### config.mk
export PLATFORM = sky130hd
export DESIGN_NAME = clint_top
export DESIGN_NICKNAME = d
export VERILOG_FILES = /design/src/hw/clint_pkg.sv /design/src/hw/clint_bus_fsm.sv /design/src/hw/clint_cmp_irq.sv /design/src/hw/clint_mtime_counter.sv /design/src/hw/clint_top.sv
export SDC_FILE = /design/constraint.sdc
export NUM_CORES = 1
export LEC_CHECK = 0
export BUFFER_PORTS_ARGS = -buffer_cell sky130_fd_sc_hd__clkbuf_2
export CAP_MARGIN = 10
export CORE_ASPECT_RATIO = 0.5
export CORE_MARGIN = 4
export CORE_UTILIZATION = 52
export CTS_CLUSTER_DIAMETER = 100
export DETAILED_ROUTE_END_ITERATION = 6
export PLACE_DENSITY = 0.72
export SLEW_MARGIN = 20
export SYNTH_ARGS = -nofsm -noshare
export SYNTH_HDL_FRONTEND = slang
export SYNTH_SLANG_ARGS = --single-unit
export TNS_END_PERCENT = 30
### constraint.sdc
create_clock -name clk -period 3.5 [get_ports clk]
set_clock_uncertainty 0.15 [all_clocks]
set_input_delay 0.175 -clock clk [delete_from_list [all_inputs] [get_ports clk]]
set_output_delay 0.175 -clock clk [all_outputs]
set_load 0.03 [all_outputs]
### src/hw/clint_pkg.sv
package clint_pkg;

    // bus and register widths
    localparam int DATA_W = 64;
    localparam int ADDR_W = 16;
    localparam int STRB_W = DATA_W / 8;
    localparam int HART_W = 8;

    // register offsets within the 64 KiB window
    localparam logic [ADDR_W-1:0] MTIMECMP_BASE = 16'h4000;
    localparam logic [ADDR_W-1:0] MTIME_OFFSET  = 16'hBFF8;

    typedef logic [DATA_W-1:0] word_t;

    typedef enum logic [1:0] {
        AXI_OKAY   = 2'd0,
        AXI_SLVERR = 2'd2
    } axi_resp_e;

    typedef enum logic [1:0] {
        SEL_NONE,
        SEL_MTIME,
        SEL_MTIMECMP
    } reg_sel_e;

    typedef enum logic [1:0] {
        OP_IDLE,
        OP_WRITE,
        OP_READ
    } reg_op_e;

    typedef struct packed {
        logic [ADDR_W-1:0] addr;
    } axi_aw_t;

    typedef struct packed {
        word_t             data;
        logic [STRB_W-1:0] strb;
    } axi_w_t;

    typedef struct packed {
        word_t     data;
        axi_resp_e resp;
    } axi_r_t;

    // one request per cycle from the bus side to the register blocks
    typedef struct packed {
        reg_op_e           op;
        reg_sel_e          sel;
        logic [HART_W-1:0] hart;
        word_t             wdata;
        logic [STRB_W-1:0] wstrb;
    } reg_req_t;

    // byte lanes with a set strobe take the new data
    function automatic word_t apply_strb(
        input word_t             old_val,
        input word_t             new_val,
        input logic [STRB_W-1:0] strb
    );
        word_t res;
        res = old_val;
        for (int i = 0; i < STRB_W; i++)
        begin
            if (strb[i])
                res[8*i +: 8] = new_val[8*i +: 8];
        end
        return res;
    endfunction

endpackage

### src/hw/clint_bus_fsm.sv
`timescale 1ns/1ps

module clint_bus_fsm #(
    parameter int NUM_HARTS = 2
) (
    input  logic                               clk,
    input  logic                               rst_n,
    input  logic                               aw_valid,
    input  clint_pkg::axi_aw_t                 aw,
    output logic                               aw_ready,
    input  logic                               w_valid,
    input  clint_pkg::axi_w_t                  w,
    output logic                               w_ready,
    output logic                               b_valid,
    output clint_pkg::axi_resp_e               b_resp,
    input  logic                               b_ready,
    input  logic                               ar_valid,
    input  logic [clint_pkg::ADDR_W-1:0]       ar_addr,
    output logic                               ar_ready,
    output logic                               r_valid,
    output clint_pkg::axi_r_t                  r,
    input  logic                               r_ready,
    output clint_pkg::reg_req_t                reg_req,
    input  clint_pkg::word_t                   mtime,
    input  clint_pkg::word_t                   cmp_rdata
);

    typedef enum logic [1:0] {
        BUS_IDLE,
        BUS_WRESP,
        BUS_RDATA
    } bus_state_e;

    typedef struct packed {
        clint_pkg::reg_sel_e             sel;
        logic [clint_pkg::HART_W-1:0]    hart;
    } dec_t;

    bus_state_e                     state;
    logic                           wr_go;
    logic                           rd_go;
    logic [clint_pkg::ADDR_W-1:0]   dec_addr;
    dec_t                           dec;
    clint_pkg::word_t               rd_data;
    clint_pkg::axi_resp_e           dec_resp;

    // mtime at its fixed slot, mtimecmp as an aligned array of NUM_HARTS words
    function automatic dec_t decode_addr(input logic [clint_pkg::ADDR_W-1:0] addr);
        dec_t                           d;
        logic [clint_pkg::ADDR_W-1:0]   off;
        logic [clint_pkg::ADDR_W-4:0]   idx;
        d.sel  = clint_pkg::SEL_NONE;
        d.hart = '0;
        off    = addr - clint_pkg::MTIMECMP_BASE;
        idx    = off[clint_pkg::ADDR_W-1:3];
        if (addr == clint_pkg::MTIME_OFFSET)
        begin
            d.sel = clint_pkg::SEL_MTIME;
        end
        else if (addr >= clint_pkg::MTIMECMP_BASE && addr < clint_pkg::MTIME_OFFSET &&
                 off[2:0] == 3'b000 && idx < NUM_HARTS)
        begin
            d.sel  = clint_pkg::SEL_MTIMECMP;
            d.hart = idx[clint_pkg::HART_W-1:0];
        end
        return d;
    endfunction

    // write beats a read, nothing is accepted while a response waits
    assign wr_go = (state == BUS_IDLE) && aw_valid && w_valid;
    assign rd_go = (state == BUS_IDLE) && ar_valid && !aw_valid && !w_valid;

    assign aw_ready = wr_go;
    assign w_ready  = wr_go;
    assign ar_ready = rd_go;

    assign dec_addr = wr_go ? aw.addr : ar_addr;
    assign dec      = decode_addr(dec_addr);
    assign dec_resp = (dec.sel == clint_pkg::SEL_NONE) ? clint_pkg::AXI_SLVERR
                                                       : clint_pkg::AXI_OKAY;

    always_comb
    begin
        reg_req.op    = wr_go ? clint_pkg::OP_WRITE :
                        rd_go ? clint_pkg::OP_READ  : clint_pkg::OP_IDLE;
        reg_req.sel   = dec.sel;
        reg_req.hart  = dec.hart;
        reg_req.wdata = w.data;
        reg_req.wstrb = w.strb;
    end

    always_comb
    begin
        case (dec.sel)
            clint_pkg::SEL_MTIME:    rd_data = mtime;
            clint_pkg::SEL_MTIMECMP: rd_data = cmp_rdata;
            default:                 rd_data = '0;
        endcase
    end

    always_ff @(posedge clk or negedge rst_n)
    begin
        if (!rst_n)
        begin
            state <= BUS_IDLE;
        end
        else
        begin
            case (state)
                BUS_IDLE:
                begin
                    if (wr_go)
                        state <= BUS_WRESP;
                    else if (rd_go)
                        state <= BUS_RDATA;
                end
                BUS_WRESP:
                begin
                    if (b_ready)
                        state <= BUS_IDLE;
                end
                BUS_RDATA:
                begin
                    if (r_ready)
                        state <= BUS_IDLE;
                end
                default: state <= BUS_IDLE;
            endcase
        end
    end

    // response payload is loaded once at the handshake and held until taken
    always_ff @(posedge clk)
    begin
        if (wr_go)
            b_resp <= dec_resp;
        if (rd_go)
        begin
            r.data <= rd_data;
            r.resp <= dec_resp;
        end
    end

    assign b_valid = (state == BUS_WRESP);
    assign r_valid = (state == BUS_RDATA);

endmodule

### src/hw/clint_cmp_irq.sv
`timescale 1ns/1ps

module clint_cmp_irq #(
    parameter int NUM_HARTS = 2
) (
    input  logic                  clk,
    input  logic                  rst_n,
    input  clint_pkg::reg_req_t   reg_req,
    input  clint_pkg::word_t      mtime,
    output clint_pkg::word_t      cmp_rdata,
    output logic [NUM_HARTS-1:0]  timer_irq
);

    clint_pkg::word_t       mtimecmp [NUM_HARTS];
    logic [NUM_HARTS-1:0]   cmp_hit;
    logic [NUM_HARTS-1:0]   hit_q0;
    logic [NUM_HARTS-1:0]   hit_q1;
    logic                   wr_hit;

    assign wr_hit = (reg_req.op == clint_pkg::OP_WRITE) &&
                    (reg_req.sel == clint_pkg::SEL_MTIMECMP);

    // all ones keeps every hart quiet until software programs a deadline
    always_ff @(posedge clk or negedge rst_n)
    begin
        if (!rst_n)
        begin
            for (int h = 0; h < NUM_HARTS; h++)
                mtimecmp[h] <= '1;
        end
        else if (wr_hit)
        begin
            for (int h = 0; h < NUM_HARTS; h++)
            begin
                if (reg_req.hart == h)
                    mtimecmp[h] <= clint_pkg::apply_strb(mtimecmp[h], reg_req.wdata,
                                                         reg_req.wstrb);
            end
        end
    end

    // read mux gives zero when the request is not aimed at a compare register
    always_comb
    begin
        cmp_rdata = '0;
        if (reg_req.sel == clint_pkg::SEL_MTIMECMP)
        begin
            for (int h = 0; h < NUM_HARTS; h++)
            begin
                if (reg_req.hart == h)
                    cmp_rdata = mtimecmp[h];
            end
        end
    end

    always_comb
    begin
        for (int h = 0; h < NUM_HARTS; h++)
            cmp_hit[h] = (mtime >= mtimecmp[h]);
    end

    always_ff @(posedge clk or negedge rst_n)
    begin
        if (!rst_n)
        begin
            hit_q0 <= '0;
            hit_q1 <= '0;
        end
        else
        begin
            hit_q0 <= cmp_hit;
            hit_q1 <= hit_q0;
        end
    end

    // rising edge of the registered compare gives a single-cycle pulse
    assign timer_irq = hit_q0 & ~hit_q1;

endmodule

### src/hw/clint_mtime_counter.sv
`timescale 1ns/1ps

module clint_mtime_counter #(
    parameter int TICK_DIV = 1
) (
    input  logic                 clk,
    input  logic                 rst_n,
    input  clint_pkg::reg_req_t  reg_req,
    output clint_pkg::word_t     mtime
);

    // at least one bit so TICK_DIV of 1 still elaborates
    localparam int PRE_W = (TICK_DIV > 1) ? $clog2(TICK_DIV) : 1;

    logic [PRE_W-1:0] pre_cnt;
    logic             tick;
    logic             wr_hit;

    assign tick   = (pre_cnt == PRE_W'(TICK_DIV - 1));
    assign wr_hit = (reg_req.op == clint_pkg::OP_WRITE) &&
                    (reg_req.sel == clint_pkg::SEL_MTIME);

    // prescaler runs freely, a write to mtime does not restart it
    always_ff @(posedge clk or negedge rst_n)
    begin
        if (!rst_n)
            pre_cnt <= '0;
        else if (tick)
            pre_cnt <= '0;
        else
            pre_cnt <= pre_cnt + 1'b1;
    end

    always_ff @(posedge clk or negedge rst_n)
    begin
        if (!rst_n)
        begin
            mtime <= '0;
        end
        else if (wr_hit)
        begin
            // software write replaces this cycle's increment
            mtime <= clint_pkg::apply_strb(mtime, reg_req.wdata, reg_req.wstrb);
        end
        else if (tick)
        begin
            mtime <= mtime + 1'b1;
        end
    end

endmodule

### src/hw/clint_top.sv
`timescale 1ns/1ps

module clint_top #(
    parameter int NUM_HARTS = 2,
    parameter int TICK_DIV  = 1
) (
    input  logic                               clk,
    input  logic                               rst_n,
    input  logic                               aw_valid,
    input  clint_pkg::axi_aw_t                 aw,
    output logic                               aw_ready,
    input  logic                               w_valid,
    input  clint_pkg::axi_w_t                  w,
    output logic                               w_ready,
    output logic                               b_valid,
    output clint_pkg::axi_resp_e               b_resp,
    input  logic                               b_ready,
    input  logic                               ar_valid,
    input  logic [clint_pkg::ADDR_W-1:0]       ar_addr,
    output logic                               ar_ready,
    output logic                               r_valid,
    output clint_pkg::axi_r_t                  r,
    input  logic                               r_ready,
    output logic [NUM_HARTS-1:0]               timer_irq
);

    clint_pkg::reg_req_t reg_req;
    clint_pkg::word_t    mtime;
    clint_pkg::word_t    cmp_rdata;

    // AXI4-Lite slave and register decode
    clint_bus_fsm #(
        .NUM_HARTS (NUM_HARTS)
    ) bus_fsm_i (
        .clk       (clk),
        .rst_n     (rst_n),
        .aw_valid  (aw_valid),
        .aw        (aw),
        .aw_ready  (aw_ready),
        .w_valid   (w_valid),
        .w         (w),
        .w_ready   (w_ready),
        .b_valid   (b_valid),
        .b_resp    (b_resp),
        .b_ready   (b_ready),
        .ar_valid  (ar_valid),
        .ar_addr   (ar_addr),
        .ar_ready  (ar_ready),
        .r_valid   (r_valid),
        .r         (r),
        .r_ready   (r_ready),
        .reg_req   (reg_req),
        .mtime     (mtime),
        .cmp_rdata (cmp_rdata)
    );

    clint_mtime_counter #(
        .TICK_DIV (TICK_DIV)
    ) mtime_i (
        .clk     (clk),
        .rst_n   (rst_n),
        .reg_req (reg_req),
        .mtime   (mtime)
    );

    // per-hart compare registers and interrupt pulses
    clint_cmp_irq #(
        .NUM_HARTS (NUM_HARTS)
    ) cmp_i (
        .clk       (clk),
        .rst_n     (rst_n),
        .reg_req   (reg_req),
        .mtime     (mtime),
        .cmp_rdata (cmp_rdata),
        .timer_irq (timer_irq)
    );

endmodule

## Word-level counts from Yosys, hierarchy flattened

Index checks and enable logic that the tools add are counted.

- Output and inout bits: 75
- Input port bits: 111
- Word-level logic and storage cells: 127
- Register bits: 267

- Muxes and demuxes: 26
- Reductions and logical operators: 41
- Eq/ne operators: 19
- $lt $le $gt $ge: 5
- Add/subtract/negate cells: 3
- Bitwise logic cells: 2

Operators by type and width:

| kind | number |
|---|---|
| two-way mux 64 bit | 4 |
| greater-or-equal comparator 64 bit | 2 |
| one-hot mux 64 bit (2 select lines) | 1 |
| two-way mux 8 bit | 9 |
| adder 64 x 1 -> 64 bit (second input constant) | 1 |
| AND reduction 3 bit | 17 |
| != test 2 bit (second input constant) | 9 |
| == test 16 bit (second input constant) | 1 |
| greater-or-equal comparator 16 x 15 -> 1 bit (second input constant) | 1 |
| < comparator 16 bit (second input constant) | 1 |
| two-way mux 16 bit | 1 |
| two-way mux 2 bit | 8 |
| AND reduction 2 bit | 8 |
| subtractor 16 x 15 -> 16 bit (second input constant) | 1 |
| < comparator 13 x 2 -> 1 bit (second input constant) | 1 |
| logical AND 1 bit | 10 |
| two-way mux 10 bit | 1 |
| == test 8 x 1 -> 1 bit (second input constant) | 1 |
| zero test 8 bit | 1 |
| == test 2 x 1 -> 1 bit (second input constant) | 3 |
| one-hot mux 2 bit (3 select lines) | 1 |
| == test 2 bit (second input constant) | 2 |
| zero test 2 bit | 2 |
| != test 2 x 1 -> 1 bit (second input constant) | 2 |
| 7 further kinds | 8 |

## Longest topological paths before layout

- Depth in word-level cells: 14
- Gate-level depth with buffers: 10
- Depth with buffers taken out: 8

## Modules after synthesis

Synthesis repeated with hierarchy kept, for this count alone.

- Cells, all modules: 1815
- Area, all modules: 16896.2 um^2

Modules (own cells, without submodules):

| module | area an instance (um^2) | times used | cells an instance |
|---|---|---|---|
| clint_cmp_irq | 9106.2 | 1 | 1033 |
| clint_mtime_counter | 4211.5 | 1 | 513 |
| clint_bus_fsm | 3578.4 | 1 | 269 |

## Worst setup path before layout

OpenSTA, ideal clock, no wires.

- Kind: reg-to-reg
- From: register bus_fsm_i.state[1]
- To: register bus_fsm_i.r[10] (netlist name)
- Period minus slack after synthesis: 2.940 ns
- Library setup time: 0.441 ns
- Setup slack: 0.560 ns
- Data arrival time: 2.349 ns
- Stages on the path, launching flop included: 3
- Required time: 2.909 ns
- Path through: dfrtp_1 -> nor4_1 -> and2_1

- Cells in the longest elaborated chain, start to end: 4

RTL lines:

| what | line | source |
|---|---|---|
| start, declared | clint_bus_fsm.sv:39 | `bus_state_e state;` |
| start signal, assigned | clint_bus_fsm.sv:105 | `state <= BUS_IDLE;` |
| start signal, assigned | clint_bus_fsm.sv:113 | `state <= BUS_WRESP;` |
| start signal, assigned | clint_bus_fsm.sv:115 | `state <= BUS_RDATA;` |
| zero test 2 bit | clint_bus_fsm.sv:71 | `assign rd_go = (state == BUS_IDLE) && ar_valid && !aw_valid && !w_valid;` |
| logical AND 1 bit (3 in series) | clint_bus_fsm.sv:71 |  |
| net ar_ready | clint_top.sv:20 | `output logic ar_ready,` |

The timed path passes the listed nets, and every way through them passes these cells.
A chain may end at the register's enable or synchronous reset.

## Worst setup path after layout

- From: register mtime_i.mtime[1]
- To: register mtime_i.mtime[52]

- Cells in the longest elaborated chain, start to end: 3

RTL lines:

| what | line | source |
|---|---|---|
| start, declared | clint_mtime_counter.sv:9 | `output clint_pkg::word_t mtime` |
| start signal, assigned | clint_mtime_counter.sv:43 | `mtime <= clint_pkg::apply_strb(mtime, reg_req.wdata, reg_req.wstrb);` |
| start signal, assigned | clint_mtime_counter.sv:47 | `mtime <= mtime + 1'b1;` |
| adder 64 x 1 -> 64 bit | clint_mtime_counter.sv:47 |  |
| two-way mux 64 bit | clint_mtime_counter.sv:45 | `else if (tick)` |
| two-way mux 64 bit | clint_mtime_counter.sv:40 | `else if (wr_hit)` |

No other way between the ends. The select of a mux whose other input is x is not followed.

==> impl_metrics.tcl <==
set metrics [dict create \
    hold_viol_final 0 \
    netlist_area_mm2 0.0157 \
    critPathMostFrequentCell "nand4_1" \
    drive_gt1_frac 0.245 \
    clkLatencyLatePin_ns 0.54 \
    ys_async_sr_fraction 0.750 \
    cts.sinks 264 \
    num-nets-final 2168 \
    crit_arrival_ns 3.30 \
    hp-class "input pin to flop" \
    worst_pin_slew_ns 0.980 \
    drt_iter0_drc 1116 \
    setup_viol 0 \
    numPortBuffers 183 \
    first_pass_iters 5 \
    grt_usage 0.260 \
    clockBufferDepth 3 \
    gp_congestion 0.902 \
    wl_per_cell_um 18.5 \
    cts-htree-levels 1 \
    rows 44 \
    synth_edf_count 66 \
    outcome "finished clean" \
    fin_util 0.635 \
    crit_path_start_kind "flop" \
    die_h_um 131 \
    ant_nets 0 \
    fin_area_mm2 0.0187 \
    timing.fmax_mhz 338 \
    vias 13400 \
    cts.repair.resized 0 \
    antenna_found_initial 1 \
    ys_types 72 \
    route.detailed.drc 0 \
    grt_max_degree 111 \
    core_area_mm2 0.0294 \
    synth_top_area_share 0.214 \
    cp-end-kind "flop" \
    ys_seq_area_frac 0.452 \
    timing.critical_path.slowest_cell_delay_ns 0.69 \
    postPlaceCellArea_mm2 0.0171 \
    synth_top_cell_by_area "dfstp_2" \
    synthCells 1684 \
    grt_pass1_vias 13100 \
    numPlacedInstances 2218 \
    cts_buffers 25 \
    yosysWarnings 0 \
    fin_cells 2339 \
    fillers 2459 \
    grt_first_pass_wirelength_mm 69.7 \
    path_class "flop to flop" \
    ios 186 \
    synthTopCellsByCount "nand2_1, o21ai_0, a21oi_1" \
    initial_core_util 0.535 \
    clockRootBuffer "clkbuf_16" \
    cts_tree "yes" \
    area_growth_pct 18.9 \
    via_per_inst 5.74 \
    hpwlAfterDp_mm 31.3 \
    rsz0062_at_grt "false" \
    synth_most_common_cell "nand2_1" \
    cp_max_fo 7 \
    cp_slowest_cell "a311oi_1" \
    crit_chain "ha_1 -> nand4_1 -> buf_4 -> or4_1 -> a311oi_1 -> nand4_1 -> mux2i_1 -> o21a_1" \
    ir_drop_mv 0.376 \
    critPathRequiredTime_ns 3.84 \
    synth_seq_cells 264 \
    cap_viol_max_count 0 \
    p_leak_uw 0.00822 \
    ys_top_cells_by_area "dfstp_2, edfxtp_1, dfrtp_1" \
    tns_ns 0 \
    drt_wl_total_mm 43.2 \
    clk_pin_slew_ns 0.07 \
    power.density_mw_per_mm2 349 \
    min_period_ns 2.96 \
    dieArea_mm2 0.0332 \
    slew_headroom 0.346 \
    drv_slew 0 \
    grt_remaining_overflow 0 \
    period_share 0.846 \
    synth.avg_cell_area_um2 9.33 \
    die_x_um 254 \
    ys.flop_type "dfstp_2" \
]
worst max-delay path: cells and delay by family (launching register included):
kind                       cells  cell delay (ns)
muxes                          1             0.21
adders and majority gates      1             0.26
AOI/OAI and AO/OA              2             0.83
DFF                            1             0.44
and+or+nand+nor                3             0.83
buffers and inverters          1             0.18
layout make-up:
cell class | instances | area (um^2) | share of cell area
antenna | 2 | 5.00 | 0.000268
clock buffer | 38 | 756 | 0.0405
sequential | 264 | 7100 | 0.380
tap | 391 | 489 | 0.0262
clock inverter | 7 | 63.8 | 0.00342
inverter | 137 | 514 | 0.0275
timing repair buffer | 286 | 1900 | 0.101
multi-input combinational | 1214 | 7860 | 0.421
flip-flops by register name, indices dropped and copies added (netlist names):
name              count
mtime_i.mtime        64
bus_fsm_i.b_resp      1
bus_fsm_i.state       2
cmp_i.mtimecmp      128
bus_fsm_i.r          65
cmp_i.hit_q1          2
cmp_i.hit_q0          2
worst paths after layout:
path / from / end / slack [ns] / depth (start not counted)
max in group asynchronous: rst_n / cmp_i.mtimecmp[106]$_DFFE_PN1P_ / 2.04 / 3
worst max-delay path: mtime_i.mtime[1]$_DFFE_PN0P_ / mtime_i.mtime[52]$_DFFE_PN0P_ / 0.54 / 8
min in group asynchronous: rst_n / mtime_i.mtime[12]$_DFFE_PN0P_ / 0.14 / 2
worst min register to register: cmp_i.hit_q0[0]$_DFF_PN0_ / cmp_i.hit_q1[0]$_DFF_PN0_ / 0.25 / 0
worst min-delay path: w[2] / mtime_i.mtime[21]$_DFFE_PN0P_ / 0.02 / 4
worst max register to register: mtime_i.mtime[1]$_DFFE_PN0P_ / mtime_i.mtime[52]$_DFFE_PN0P_ / 0.54 / 8
placed cells by master, fill, tap and decap left out, drive strengths merged, types with 3 or more instances in the layout:
| cell | Yosys | final |
|---|---|---|
| nand3 | 54 | 54 |
| o41ai | 4 | 4 |
| mux2 | 65 | 65 |
| dfstp | 128 | 128 |
| nor4b | 3 | 3 |
| nand4 | 56 | 56 |
| or2 | 5 | 5 |
| and3 | 19 | 19 |
| a31oi | 3 | 3 |
| nor3 | 18 | 18 |
| o211ai | 8 | 8 |
| inv | 137 | 138 |
| o22ai | 7 | 7 |
| clkinv | 0 | 5 |
| clkbuf | 48 | 221 |
| o21ai | 173 | 173 |
| ha | 129 | 129 |
| o21a | 18 | 18 |
| nor2b | 6 | 6 |
| a211oi | 21 | 21 |
| or3 | 9 | 9 |
| nor4 | 13 | 13 |
| nand2 | 201 | 201 |
| a311oi | 10 | 10 |
| and2 | 20 | 20 |
| buf | 22 | 29 |
| nand2b | 11 | 11 |
| nor2 | 129 | 129 |
| and4 | 9 | 9 |
| dlygate4sd3 | 0 | 74 |
| edfxtp | 66 | 66 |
| a21oi | 146 | 146 |
| o21bai | 5 | 5 |
| a21o | 15 | 15 |
| o22a | 7 | 7 |
| o221a | 5 | 5 |
| nand4b | 4 | 4 |
| mux2i | 7 | 7 |
| dfrtp | 70 | 70 |
metal layers:
metal / GRT usage / vias up / share of wire
li1: - / 6552 / -
met1: 0.358 / 6408 / 0.44
met2: 0.436 / 399 / 0.47
met3: 0.0481 / 59 / 0.064
met4: 0.0599 / 0 / 0.019
met5: 0 / - / 0
where the power goes:
part           internal, uW  switching (uW)
combinational           183             315
clock                  1560            1230
sequential             3200            25.9
total                  4940            1570
logic make-up after synthesis:
kind of cell,share of synthesized area
AOI/OAI and AO/OA,0.167
and+or+nand+nor,0.176
other,0.000239
adders and majority gates,0.103
muxes,0.0510
buffers and inverters,0.0514
DFF,0.452
repair_timing:
| action | in CTS | in global routing |
|---|---|---|
| hold buffers | 74 | 0 |
| setup buffers | 0 | 0 |
| endpoints found under the hold margin | 238 | 0 |
stage by stage:
stage                     power (uW)  hold slack, ns  worst slack, ns
after CTS                       6550         0.00460            0.586
after global routing            6720          0.0728            0.396
after global placement          3700           0.212            0.681
final                           6510          0.0221            0.537
after floorplan                 3480          -0.271            0.560
after detailed placement        3710           0.210            0.614
(Power assumes the default switching activity.)
